`src/include/id_cfg.svh`:
```
`ifndef ID_CFG_SVH
`define ID_CFG_SVH

// datapath and pc width
`define ID_XLEN     32

// register file geometry
`define ID_RADDR_W  5
`define ID_NUM_REGS 32

// empty instruction register decodes as sll r0, r0, 0
`define ID_NOP      32'h0000_0000

`endif
```
`src/hdl/id_pkg.sv`:
```
`include "id_cfg.svh"

package id_pkg;

    // primary opcodes of the supported subset
    typedef enum logic [5:0] {
        op_special = 6'h00,
        op_addi    = 6'h08,
        op_addiu   = 6'h09,
        op_slti    = 6'h0a,
        op_sltiu   = 6'h0b,
        op_andi    = 6'h0c,
        op_ori     = 6'h0d,
        op_xori    = 6'h0e,
        op_lui     = 6'h0f,
        op_lw      = 6'h23,
        op_sw      = 6'h2b
    } opcode_e;

    // function field of special opcode
    typedef enum logic [5:0] {
        fn_sll     = 6'h00,
        fn_srl     = 6'h02,
        fn_sra     = 6'h03,
        fn_sllv    = 6'h04,
        fn_srlv    = 6'h06,
        fn_srav    = 6'h07,
        fn_syscall = 6'h0c,
        fn_break   = 6'h0d,
        fn_add     = 6'h20,
        fn_addu    = 6'h21,
        fn_sub     = 6'h22,
        fn_subu    = 6'h23,
        fn_and     = 6'h24,
        fn_or      = 6'h25,
        fn_xor     = 6'h26,
        fn_nor     = 6'h27,
        fn_slt     = 6'h2a,
        fn_sltu    = 6'h2b
    } funct_e;

    typedef struct packed {
        opcode_e     op;
        logic [4:0]  rs;
        logic [4:0]  rt;
        logic [4:0]  rd;
        logic [4:0]  sa;
        funct_e      funct;
    } r_fields_t;

    typedef struct packed {
        opcode_e     op;
        logic [4:0]  rs;
        logic [4:0]  rt;
        logic [15:0] imm;
    } i_fields_t;

    // one instruction word, two field layouts
    typedef union packed {
        r_fields_t r;
        i_fields_t i;
    } inst_u;

    typedef enum logic [3:0] {
        alu_add, alu_sub, alu_slt, alu_sltu,
        alu_and, alu_or, alu_xor, alu_nor,
        alu_sll, alu_srl, alu_sra, alu_lui
    } alu_op_e;

    // mips cause register exccode values
    typedef enum logic [4:0] {
        exc_none = 5'd0,
        exc_sys  = 5'd8,
        exc_bp   = 5'd9,
        exc_ri   = 5'd10
    } exc_code_e;

    typedef struct packed {
        alu_op_e                alu_op;
        logic                   src1_is_sa;   // shift amount from sa field
        logic                   src2_is_imm;
        logic                   imm_sign_ext;
        logic                   uses_rs;
        logic                   uses_rt;
        logic                   load_op;
        logic                   mem_we;
        logic                   ovf_check;    // add, addi, sub trap on overflow
        logic [`ID_RADDR_W-1:0] dest;         // zero means no writeback
        exc_code_e              exc;
    } dec_ctrl_t;

endpackage

```
`src/hdl/id_ifs.sv`:
```
`timescale 1ns/1ps
`include "id_cfg.svh"

// held instruction of the decode stage
interface stage_if (
    input logic clk
);
    logic                valid;
    id_pkg::inst_u       inst;
    logic [`ID_XLEN-1:0] pc;
    logic                stall;   // load-use hazard, hold the stage

    modport pipe (
        output valid, inst, pc,
        input  stall
    );

    modport dec (
        input inst, pc
    );

    // clk only for the hazard checks
    modport hazard (
        input  clk, valid, inst,
        output stall
    );
endinterface

// two combinational register file read ports
interface rf_read_if;
    logic [`ID_RADDR_W-1:0] rs_addr;
    logic [`ID_RADDR_W-1:0] rt_addr;
    logic [`ID_XLEN-1:0]    rs_data;
    logic [`ID_XLEN-1:0]    rt_data;

    modport reader (output rs_addr, rt_addr, input rs_data, rt_data);
    modport regs (input rs_addr, rt_addr, output rs_data, rt_data);
endinterface

```
`src/hdl/id_stage.sv`:
```
`timescale 1ns/1ps
`include "id_cfg.svh"

module id_stage (
    input  logic                   clk,
    input  logic                   reset,
    // from fetch
    input  logic                   in_valid,
    input  logic [`ID_XLEN-1:0]    in_inst,
    input  logic [`ID_XLEN-1:0]    in_pc,
    output logic                   allowin,
    // to execute
    input  logic                   es_allowin,
    output logic                   out_valid,
    output logic [`ID_XLEN-1:0]    out_pc,
    output logic [3:0]             out_alu_op,
    output logic [`ID_XLEN-1:0]    out_rs_value,
    output logic [`ID_XLEN-1:0]    out_rt_value,
    output logic [`ID_XLEN-1:0]    out_imm_value,
    output logic                   out_src1_is_sa,
    output logic                   out_src2_is_imm,
    output logic                   out_load_op,
    output logic                   out_mem_we,
    output logic                   out_ovf_check,
    output logic [`ID_RADDR_W-1:0] out_dest,
    output logic                   out_exc,
    output logic [4:0]             out_exc_code,
    // bypass from later stages
    input  logic [`ID_RADDR_W-1:0] ex_dest,
    input  logic [`ID_XLEN-1:0]    ex_result,
    input  logic                   ex_load,
    input  logic [`ID_RADDR_W-1:0] mem_dest,
    input  logic [`ID_XLEN-1:0]    mem_result,
    input  logic                   mem_load,
    input  logic [`ID_RADDR_W-1:0] wb_dest,
    input  logic [`ID_XLEN-1:0]    wb_result,
    input  logic                   flush
);
    id_pkg::dec_ctrl_t ctrl;

    stage_if   u_stage_if (.clk(clk));
    rf_read_if u_rf_if ();

    id_pipe_reg u_pipe_reg (
        .clk        (clk),
        .reset      (reset),
        .in_valid   (in_valid),
        .in_inst    (in_inst),
        .in_pc      (in_pc),
        .flush      (flush),
        .es_allowin (es_allowin),
        .allowin    (allowin),
        .out_valid  (out_valid),
        .st         (u_stage_if.pipe)
    );

    inst_decoder u_decoder (
        .st        (u_stage_if.dec),
        .ctrl      (ctrl),
        .imm_value (out_imm_value)
    );

    operand_bypass u_bypass (
        .st         (u_stage_if.hazard),
        .rf         (u_rf_if.reader),
        .uses_rs    (ctrl.uses_rs),
        .uses_rt    (ctrl.uses_rt),
        .ex_dest    (ex_dest),
        .mem_dest   (mem_dest),
        .wb_dest    (wb_dest),
        .ex_result  (ex_result),
        .mem_result (mem_result),
        .wb_result  (wb_result),
        .ex_load    (ex_load),
        .mem_load   (mem_load),
        .rs_value   (out_rs_value),
        .rt_value   (out_rt_value)
    );

    reg_file u_reg_file (
        .clk       (clk),
        .reset     (reset),
        .wb_dest   (wb_dest),
        .wb_result (wb_result),
        .rf        (u_rf_if.regs)
    );

    assign out_pc          = u_stage_if.pc;
    assign out_alu_op      = ctrl.alu_op;
    assign out_src1_is_sa  = ctrl.src1_is_sa;
    assign out_src2_is_imm = ctrl.src2_is_imm;
    assign out_load_op     = ctrl.load_op;
    assign out_mem_we      = ctrl.mem_we;
    assign out_ovf_check   = ctrl.ovf_check;
    assign out_dest        = ctrl.dest;
    assign out_exc         = (ctrl.exc != id_pkg::exc_none);
    assign out_exc_code    = ctrl.exc;

endmodule

```
`src/hdl/reg_file.sv`:
```
`timescale 1ns/1ps
`include "id_cfg.svh"

module reg_file (
    input  logic                   clk,
    input  logic                   reset,
    input  logic [`ID_RADDR_W-1:0] wb_dest,
    input  logic [`ID_XLEN-1:0]    wb_result,
    rf_read_if.regs                rf
);
    logic [`ID_XLEN-1:0] regs [`ID_NUM_REGS];

    always_ff @(posedge clk) begin
        if (reset) begin
            for (int i = 0; i < `ID_NUM_REGS; i++) begin
                regs[i] <= '0;
            end
        end else if (wb_dest != '0) begin   // writes to r0 are dropped
            regs[wb_dest] <= wb_result;
        end
    end

    // async read, r0 hardwired
    assign rf.rs_data = (rf.rs_addr == '0) ? '0 : regs[rf.rs_addr];
    assign rf.rt_data = (rf.rt_addr == '0) ? '0 : regs[rf.rt_addr];

    a_r0_zero: assert property (@(posedge clk) disable iff (reset)
        regs[0] == '0);

endmodule

```
`src/hdl/operand_bypass.sv`:
```
`timescale 1ns/1ps
`include "id_cfg.svh"

module operand_bypass (
    stage_if.hazard                st,
    rf_read_if.reader              rf,
    input  logic                   uses_rs,
    input  logic                   uses_rt,
    input  logic [`ID_RADDR_W-1:0] ex_dest,
    input  logic [`ID_RADDR_W-1:0] mem_dest,
    input  logic [`ID_RADDR_W-1:0] wb_dest,
    input  logic [`ID_XLEN-1:0]    ex_result,
    input  logic [`ID_XLEN-1:0]    mem_result,
    input  logic [`ID_XLEN-1:0]    wb_result,
    input  logic                   ex_load,
    input  logic                   mem_load,
    output logic [`ID_XLEN-1:0]    rs_value,
    output logic [`ID_XLEN-1:0]    rt_value
);
    id_pkg::inst_u          inst;
    logic [`ID_RADDR_W-1:0] rs;
    logic [`ID_RADDR_W-1:0] rt;
    logic                   rs_used;
    logic                   rt_used;

    // newest producer wins, ex before mem before wb
    function automatic logic [`ID_XLEN-1:0] pick_value(
        input logic                   used,
        input logic [`ID_RADDR_W-1:0] addr,
        input logic [`ID_XLEN-1:0]    rf_data
    );
        if (!used)
            return rf_data;
        if (addr == ex_dest)
            return ex_result;
        if (addr == mem_dest)
            return mem_result;
        if (addr == wb_dest)
            return wb_result;
        return rf_data;
    endfunction

    // load result not available yet
    function automatic logic load_pending(
        input logic                   used,
        input logic [`ID_RADDR_W-1:0] addr
    );
        return used && ((ex_load && addr == ex_dest) || (mem_load && addr == mem_dest));
    endfunction

    assign inst       = st.inst;
    assign rs         = inst.r.rs;
    assign rt         = inst.r.rt;
    assign rf.rs_addr = rs;
    assign rf.rt_addr = rt;
    assign rs_used    = uses_rs && (rs != '0);   // r0 never forwarded
    assign rt_used    = uses_rt && (rt != '0);

    always_comb begin
        rs_value = pick_value(rs_used, rs, rf.rs_data);
        rt_value = pick_value(rt_used, rt, rf.rt_data);
        st.stall = st.valid && (load_pending(rs_used, rs) || load_pending(rt_used, rt));
    end

    a_stall_needs_valid: assert property (@(posedge st.clk)
        !st.valid |-> !st.stall);

endmodule

```
`src/hdl/inst_decoder.sv`:
```
`timescale 1ns/1ps
`include "id_cfg.svh"

module inst_decoder (
    stage_if.dec                st,
    output id_pkg::dec_ctrl_t   ctrl,
    output logic [`ID_XLEN-1:0] imm_value
);
    id_pkg::inst_u inst;
    logic          legal;
    logic          sa_zero;
    logic          rs_zero;
    logic          imm_shift;

    assign inst      = st.inst;
    assign sa_zero   = (inst.r.sa == 5'd0);
    assign rs_zero   = (inst.r.rs == 5'd0);
    assign imm_shift = (inst.r.op == id_pkg::op_special) &&
                       (inst.r.funct inside {id_pkg::fn_sll, id_pkg::fn_srl, id_pkg::fn_sra});

    always_comb begin
        legal             = 1'b1;
        ctrl.alu_op       = id_pkg::alu_add;
        ctrl.src1_is_sa   = 1'b0;
        ctrl.src2_is_imm  = 1'b0;
        ctrl.imm_sign_ext = 1'b0;
        ctrl.uses_rs      = 1'b1;
        ctrl.uses_rt      = 1'b0;
        ctrl.load_op      = 1'b0;
        ctrl.mem_we       = 1'b0;
        ctrl.ovf_check    = 1'b0;
        ctrl.dest         = inst.i.rt;   // immediate forms write rt
        ctrl.exc          = id_pkg::exc_none;

        if (inst.r.op == id_pkg::op_special) begin
            ctrl.uses_rt = 1'b1;
            ctrl.dest    = inst.r.rd;
            legal        = sa_zero;     // register ops want sa clear
            case (inst.r.funct)
                id_pkg::fn_addu: ctrl.alu_op = id_pkg::alu_add;
                id_pkg::fn_subu: ctrl.alu_op = id_pkg::alu_sub;
                id_pkg::fn_add: begin
                    ctrl.alu_op    = id_pkg::alu_add;
                    ctrl.ovf_check = 1'b1;
                end
                id_pkg::fn_sub: begin
                    ctrl.alu_op    = id_pkg::alu_sub;
                    ctrl.ovf_check = 1'b1;
                end
                id_pkg::fn_slt:  ctrl.alu_op = id_pkg::alu_slt;
                id_pkg::fn_sltu: ctrl.alu_op = id_pkg::alu_sltu;
                id_pkg::fn_and:  ctrl.alu_op = id_pkg::alu_and;
                id_pkg::fn_or:   ctrl.alu_op = id_pkg::alu_or;
                id_pkg::fn_xor:  ctrl.alu_op = id_pkg::alu_xor;
                id_pkg::fn_nor:  ctrl.alu_op = id_pkg::alu_nor;
                id_pkg::fn_sll,
                id_pkg::fn_sllv: ctrl.alu_op = id_pkg::alu_sll;
                id_pkg::fn_srl,
                id_pkg::fn_srlv: ctrl.alu_op = id_pkg::alu_srl;
                id_pkg::fn_sra,
                id_pkg::fn_srav: ctrl.alu_op = id_pkg::alu_sra;
                id_pkg::fn_syscall: begin
                    legal    = 1'b1;    // code field is don't care
                    ctrl.exc = id_pkg::exc_sys;
                end
                id_pkg::fn_break: begin
                    legal    = 1'b1;
                    ctrl.exc = id_pkg::exc_bp;
                end
                default: legal = 1'b0;
            endcase

            // sll/srl/sra take sa instead of rs
            if (imm_shift) begin
                legal           = rs_zero;
                ctrl.uses_rs    = 1'b0;
                ctrl.src1_is_sa = 1'b1;
            end

            if (ctrl.exc != id_pkg::exc_none) begin
                ctrl.dest    = '0;
                ctrl.uses_rs = 1'b0;
                ctrl.uses_rt = 1'b0;
            end
        end else begin
            ctrl.src2_is_imm  = 1'b1;
            ctrl.imm_sign_ext = 1'b1;
            case (inst.i.op)
                id_pkg::op_addiu: ctrl.alu_op = id_pkg::alu_add;
                id_pkg::op_addi: begin
                    ctrl.alu_op    = id_pkg::alu_add;
                    ctrl.ovf_check = 1'b1;
                end
                id_pkg::op_slti:  ctrl.alu_op = id_pkg::alu_slt;
                id_pkg::op_sltiu: ctrl.alu_op = id_pkg::alu_sltu;   // still sign extended
                id_pkg::op_andi: begin
                    ctrl.alu_op       = id_pkg::alu_and;
                    ctrl.imm_sign_ext = 1'b0;
                end
                id_pkg::op_ori: begin
                    ctrl.alu_op       = id_pkg::alu_or;
                    ctrl.imm_sign_ext = 1'b0;
                end
                id_pkg::op_xori: begin
                    ctrl.alu_op       = id_pkg::alu_xor;
                    ctrl.imm_sign_ext = 1'b0;
                end
                id_pkg::op_lui: begin
                    legal             = rs_zero;
                    ctrl.alu_op       = id_pkg::alu_lui;
                    ctrl.imm_sign_ext = 1'b0;
                    ctrl.uses_rs      = 1'b0;
                end
                id_pkg::op_lw:    ctrl.load_op = 1'b1;
                id_pkg::op_sw: begin
                    ctrl.mem_we  = 1'b1;
                    ctrl.uses_rt = 1'b1;    // store data
                    ctrl.dest    = '0;
                end
                default: legal = 1'b0;
            endcase
        end

        // reserved instruction, strip every side effect
        if (!legal) begin
            ctrl.exc       = id_pkg::exc_ri;
            ctrl.dest      = '0;
            ctrl.load_op   = 1'b0;
            ctrl.mem_we    = 1'b0;
            ctrl.ovf_check = 1'b0;
            ctrl.uses_rs   = 1'b0;
            ctrl.uses_rt   = 1'b0;
        end
    end

    // shift amount rides on the immediate bus
    assign imm_value = ctrl.src1_is_sa
                     ? {{(`ID_XLEN-5){1'b0}}, inst.r.sa}
                     : {{(`ID_XLEN-16){ctrl.imm_sign_ext & inst.i.imm[15]}}, inst.i.imm};

endmodule

```
`src/hdl/id_pipe_reg.sv`:
```
`timescale 1ns/1ps
`include "id_cfg.svh"

module id_pipe_reg (
    input  logic                clk,
    input  logic                reset,
    input  logic                in_valid,
    input  logic [`ID_XLEN-1:0] in_inst,
    input  logic [`ID_XLEN-1:0] in_pc,
    input  logic                flush,
    input  logic                es_allowin,
    output logic                allowin,
    output logic                out_valid,
    stage_if.pipe               st
);
    logic take;

    // empty stage, or current one leaves this cycle
    assign allowin   = !st.valid || (!st.stall && es_allowin);
    assign out_valid = st.valid && !st.stall;
    assign take      = in_valid && allowin;

    always_ff @(posedge clk) begin
        if (reset) begin
            st.valid <= 1'b0;
        end else if (flush) begin
            st.valid <= 1'b0;   // drop whatever is held or arriving
        end else if (allowin) begin
            st.valid <= in_valid;
        end
    end

    always_ff @(posedge clk) begin
        if (reset) begin
            st.inst <= id_pkg::inst_u'(`ID_NOP);
        end else if (take) begin
            st.inst <= id_pkg::inst_u'(in_inst);
        end
    end

    always_ff @(posedge clk) begin
        if (take) begin
            st.pc <= in_pc;
        end
    end

    a_out_valid_held: assert property (@(posedge clk) disable iff (reset)
        out_valid |-> st.valid);

    // back-pressure must freeze the held instruction
    a_hold_stable: assert property (@(posedge clk) disable iff (reset)
        (st.valid && !es_allowin) |=> ($stable(st.inst) && $stable(st.pc)));

endmodule

```
`config.mk`:
```
export PLATFORM = sky130hd
export DESIGN_NAME = id_stage
export DESIGN_NICKNAME = d
export VERILOG_FILES = /design/src/hdl/id_pkg.sv /design/src/hdl/id_ifs.sv /design/src/hdl/id_stage.sv /design/src/hdl/reg_file.sv /design/src/hdl/operand_bypass.sv /design/src/hdl/inst_decoder.sv /design/src/hdl/id_pipe_reg.sv
export VERILOG_INCLUDE_DIRS = /design/src /design/src/include
export SDC_FILE = /design/constraint.sdc
export NUM_CORES = 2
export LEC_CHECK = 0
export BUFFER_PORTS_ARGS = -buffer_cell sky130_fd_sc_hd__buf_2
export CORE_MARGIN = 2
export CORE_UTILIZATION = 60
export CTS_BUF_LIST = sky130_fd_sc_hd__clkbuf_8 sky130_fd_sc_hd__clkbuf_16
export DETAILED_ROUTE_END_ITERATION = 6
export GPL_ROUTABILITY_DRIVEN = 0
export GPL_TIMING_DRIVEN = 0
export PLACE_DENSITY_LB_ADDON = 0.08
export REMOVE_ABC_BUFFERS = 1
export SYNTH_ARGS = -nofsm -noshare
export SYNTH_HDL_FRONTEND = slang
export SYNTH_SLANG_ARGS = --single-unit
```
`constraint.sdc`:
```
create_clock -name clk -period 7.25 [get_ports clk]
set_input_delay 0.725 -clock clk [delete_from_list [all_inputs] [get_ports clk]]
set_output_delay 0.725 -clock clk [all_outputs]
set_load 0.01 [all_outputs]
```
==> impl_metrics.toml <==
[pwr]
combPwrFrac = 0.161
switching_power_w = 0.00429
clockPowerShare = 0.367
power_density_nw_per_um2 = 235
power_w = 0.0161
p_leak_nw = 22.9
p_int_w = 0.0118
peakVddDrop_mv = 0.214
seqPwrFrac = 0.472
p_sw_frac = 0.267

[detailed_routing]
ant_nets = 0
wl_per_cell_um = 36.6
routed_wl_mm = 203
vias_per_cell = 7.21
dr.first_iter.drc_count = 6406
drcViolationCount = 0
detail_route.first_pass.iterations = 6
vias = 40000

[sta]
worst_pin_slew_ns = 1.52
finalMaxSlewViolations = 65
setup_viol = 0
post-route-min-period_ns = 5.57
clock_skew_ns = 0.0147
fin_crit_sh = 0.768
hold_viol_final = 0
max_freq_ghz = 0.180
fin_ws_ns = 1.68
slew_headroom = -0.0122
rsz0062_at_grt = "no"
whs_ns = 0.180

[logic_synthesis]
synth-simple-area-share = 0.134
yosys_warnings = 0
synth_compound_area_frac = 0.0429
synth_xor_area_frac = 0.00450
synth_top_family_by_area = "multiplexers"
async_reset_ff_frac = 0
synthMuxAreaShare = 0.248
ys_seq_area_frac = 0.540
synth.avg_cell_area_um2 = 15.1
yosys.area_share.adder = 0
netlist_area_um2 = 60400
synthDistinctLibCells = 50
synth-edff-count = 1056
synth_seq_cells = 1099
syn-instance-count = 4003
synthFlopType = "edfxtp_1"

[placed_design]
place_hpwl_mm = 121
pre_cts_slack_ns = 2.29
placed_cell_area_um2 = 64500
io_buffers = 329

[layout]
nets = 4307
syn2layout_area_growth_pct = 13.1
drive_above_1_share = 0.316
nFillCells = 6602
design_area_um2 = 68300
most-common-layout-cells = "edfxtp_1, and2_1, mux4_2"
layout_commonest_cell = "edfxtp_1"

[status]
status = "finished with violations"
violations = "max-capacitance violations, max-slew violations"

[flow_run]
drv_cap = 3

[die]
coreArea_um2 = 99900
die_w_um = 321
start_util = 0.605
die_y_um = 321
die_area_um2 = 103000
io_pins = 332
num_rows = 116

[critical_path]
crit_top_cell = "buf_16"
critical_path.max_stage_delay_ns = 0.78
critPathBufInv = 5
cp.required_ns = 6.52
endpoint_kind = "primary output"
crit_type = "reg -> out"
path_cells = "buf_16 -> buf_16 -> buf_16 -> buf_12 -> mux4_2 -> mux4_2 -> mux2i_1 -> a211oi_1 -> a21o_1 -> buf_2"
cp_top_family = "multiplexers"
cp-start-kind = "flip-flop"
cp.arrival_ns = 4.84
cp_max_fo = 37
crit_slowest_cell = "dfxtp_4"

[clock_network]
post-cts-setup-buffers = 0
ctsResizeCount = 0
clk_latency_ns = 0.72
hold_buffers = 0
cts_buffers = 117
numClockSinks = 1099
cts-root-buf = "clkbuf_16"
clkTransAtPathRegs_ns = 0.06
htreeDepth = 3
clock_path_buffers = 3
cts_tree = "built"

[global_route]
grt_pass1_wl_mm = 284
grt_max_degree = 116
gr-total-overflow = 0
grt_use_total = 0.395
antenna_found_initial = 35
grt_pass1_vias = 39000

[hold_path]
hp-class = "in -> reg"
-- metal layers --
layer  GRT usage  vias up  wire length, um
met5           0        -               11
met4       0.194        2            11300
met3       0.110      614            28400
met2       0.595     3335            91900
met1       0.537    20300            71300
li1            -    15700                -
-- worst reg2reg max path, stage by stage (launching register included) --
cell,delay (ns)
dfxtp_1,0.52
xnor2_1,0.18
nand3_2,0.26
buf_12,0.30
nor3_2,0.89
buf_6,0.30
buf_6,0.18
a22oi_1,0.08
o32ai_1,0.35
a31oi_4,0.34
buf_12,0.26
buf_12,0.20
-- synthesized netlist by cell type, drive strengths merged, types with 2 or more instances --
cell | number | area share
nor2b | 32 | 0.0033
xor2 | 9 | 0.0013
or3b | 2 | 0.00029
o21ai | 57 | 0.0047
clkbuf | 355 | 0.022
a2111o | 4 | 0.00075
inv | 7 | 0.00044
nand3b | 4 | 0.00050
and3 | 2 | 0.00021
or4 | 3 | 0.00037
xnor2 | 22 | 0.0032
a211oi | 66 | 0.0086
dfxtp | 43 | 0.014
nor4bb | 2 | 0.00033
nor3 | 10 | 0.00083
a21oi | 35 | 0.0029
nor2 | 66 | 0.0042
buf | 105 | 0.0086
or3 | 3 | 0.00031
o211ai | 16 | 0.0020
nor4 | 36 | 0.0037
nand2 | 68 | 0.0042
or2 | 34 | 0.0035
a221oi | 32 | 0.0046
and2 | 1005 | 0.10
a31oi | 2 | 0.00021
o31ai | 3 | 0.00060
nand2b | 71 | 0.0074
edfxtp | 1056 | 0.53
o32ai | 33 | 0.0085
a21o | 21 | 0.0026
mux2i | 121 | 0.020
a22o | 15 | 0.0022
nand3 | 9 | 0.00075
a22oi | 39 | 0.0048
mux4 | 610 | 0.23
-- cells by family (layout without fill, tap and decap cells) --
kind of cell           count (synthesis)  after routing
flip-flops                          1099           1099
AO/OA/AOI/OAI                        325            325
XOR/XNOR                              31             31
buffers and inverters                468            656
AND/OR/NAND/NOR                     1348           1348
other                                  1             54
multiplexers                         731            731
-- cell type report --
type / count / area (um2) / share of cell area
timing repair buffer: 430 / 3830 / 0.0561
clock inverter: 97 / 691 / 0.0101
multi-input combinational: 2469 / 26400 / 0.387
inverter: 8 / 30.0 / 0.000440
tap: 1298 / 1620 / 0.0238
clock buffer: 121 / 3030 / 0.0443
antenna: 20 / 50.0 / 0.000733
sequential: 1099 / 32600 / 0.477
-- through the flow --
step / TNS [ns] / utilization / cells
floorplan: -470.76 / - / 3576
global placement: -1751.57 / 0.620 / 5203
detailed placement: 0 / 0.646 / 5304
CTS: 0 / 0.683 / 5522
global route: 0 / 0.684 / 5535
finish: 0 / 0.684 / 5542
-- power by group through the flow --
| stage | sequential (W) | combinational (W) | clock [W] |
|---|---|---|---|
| 2_1_floorplan | 0.00775 | 0.00163 | 0 |
| 4_1_cts | 0.00758 | 0.00254 | 0.00590 |
| 5_1_grt | 0.00762 | 0.00266 | 0.00614 |
| 3_3_place_gp | 0.00792 | 0.00267 | 0 |
| 6_report | 0.00759 | 0.00259 | 0.00590 |
| 3_5_place_dp | 0.00771 | 0.00253 | 0 |
-- flip-flops by register name (all words and copies together) (netlist names), named ones only --
register	flops
u_reg_file.regs	1024
u_pipe_reg.st.inst	32
u_pipe_reg.st.pc	32
u_pipe_reg.st.valid	1
-- worst paths after layout --
check                          from  slack [ns]                      to  cells after the start
max                       flip-flop        1.68        out_rs_value[27]                     10
min                       in_pc[19]        0.18    u_pipe_reg.st.pc[19]                      1
min reg2reg  u_pipe_reg.st.inst[12]        0.50  u_pipe_reg.st.inst[12]                      2
max reg2reg  u_pipe_reg.st.inst[20]        3.14    u_pipe_reg.st.pc[30]                     11
No activity file was read; power rests on OpenSTA's default activity.
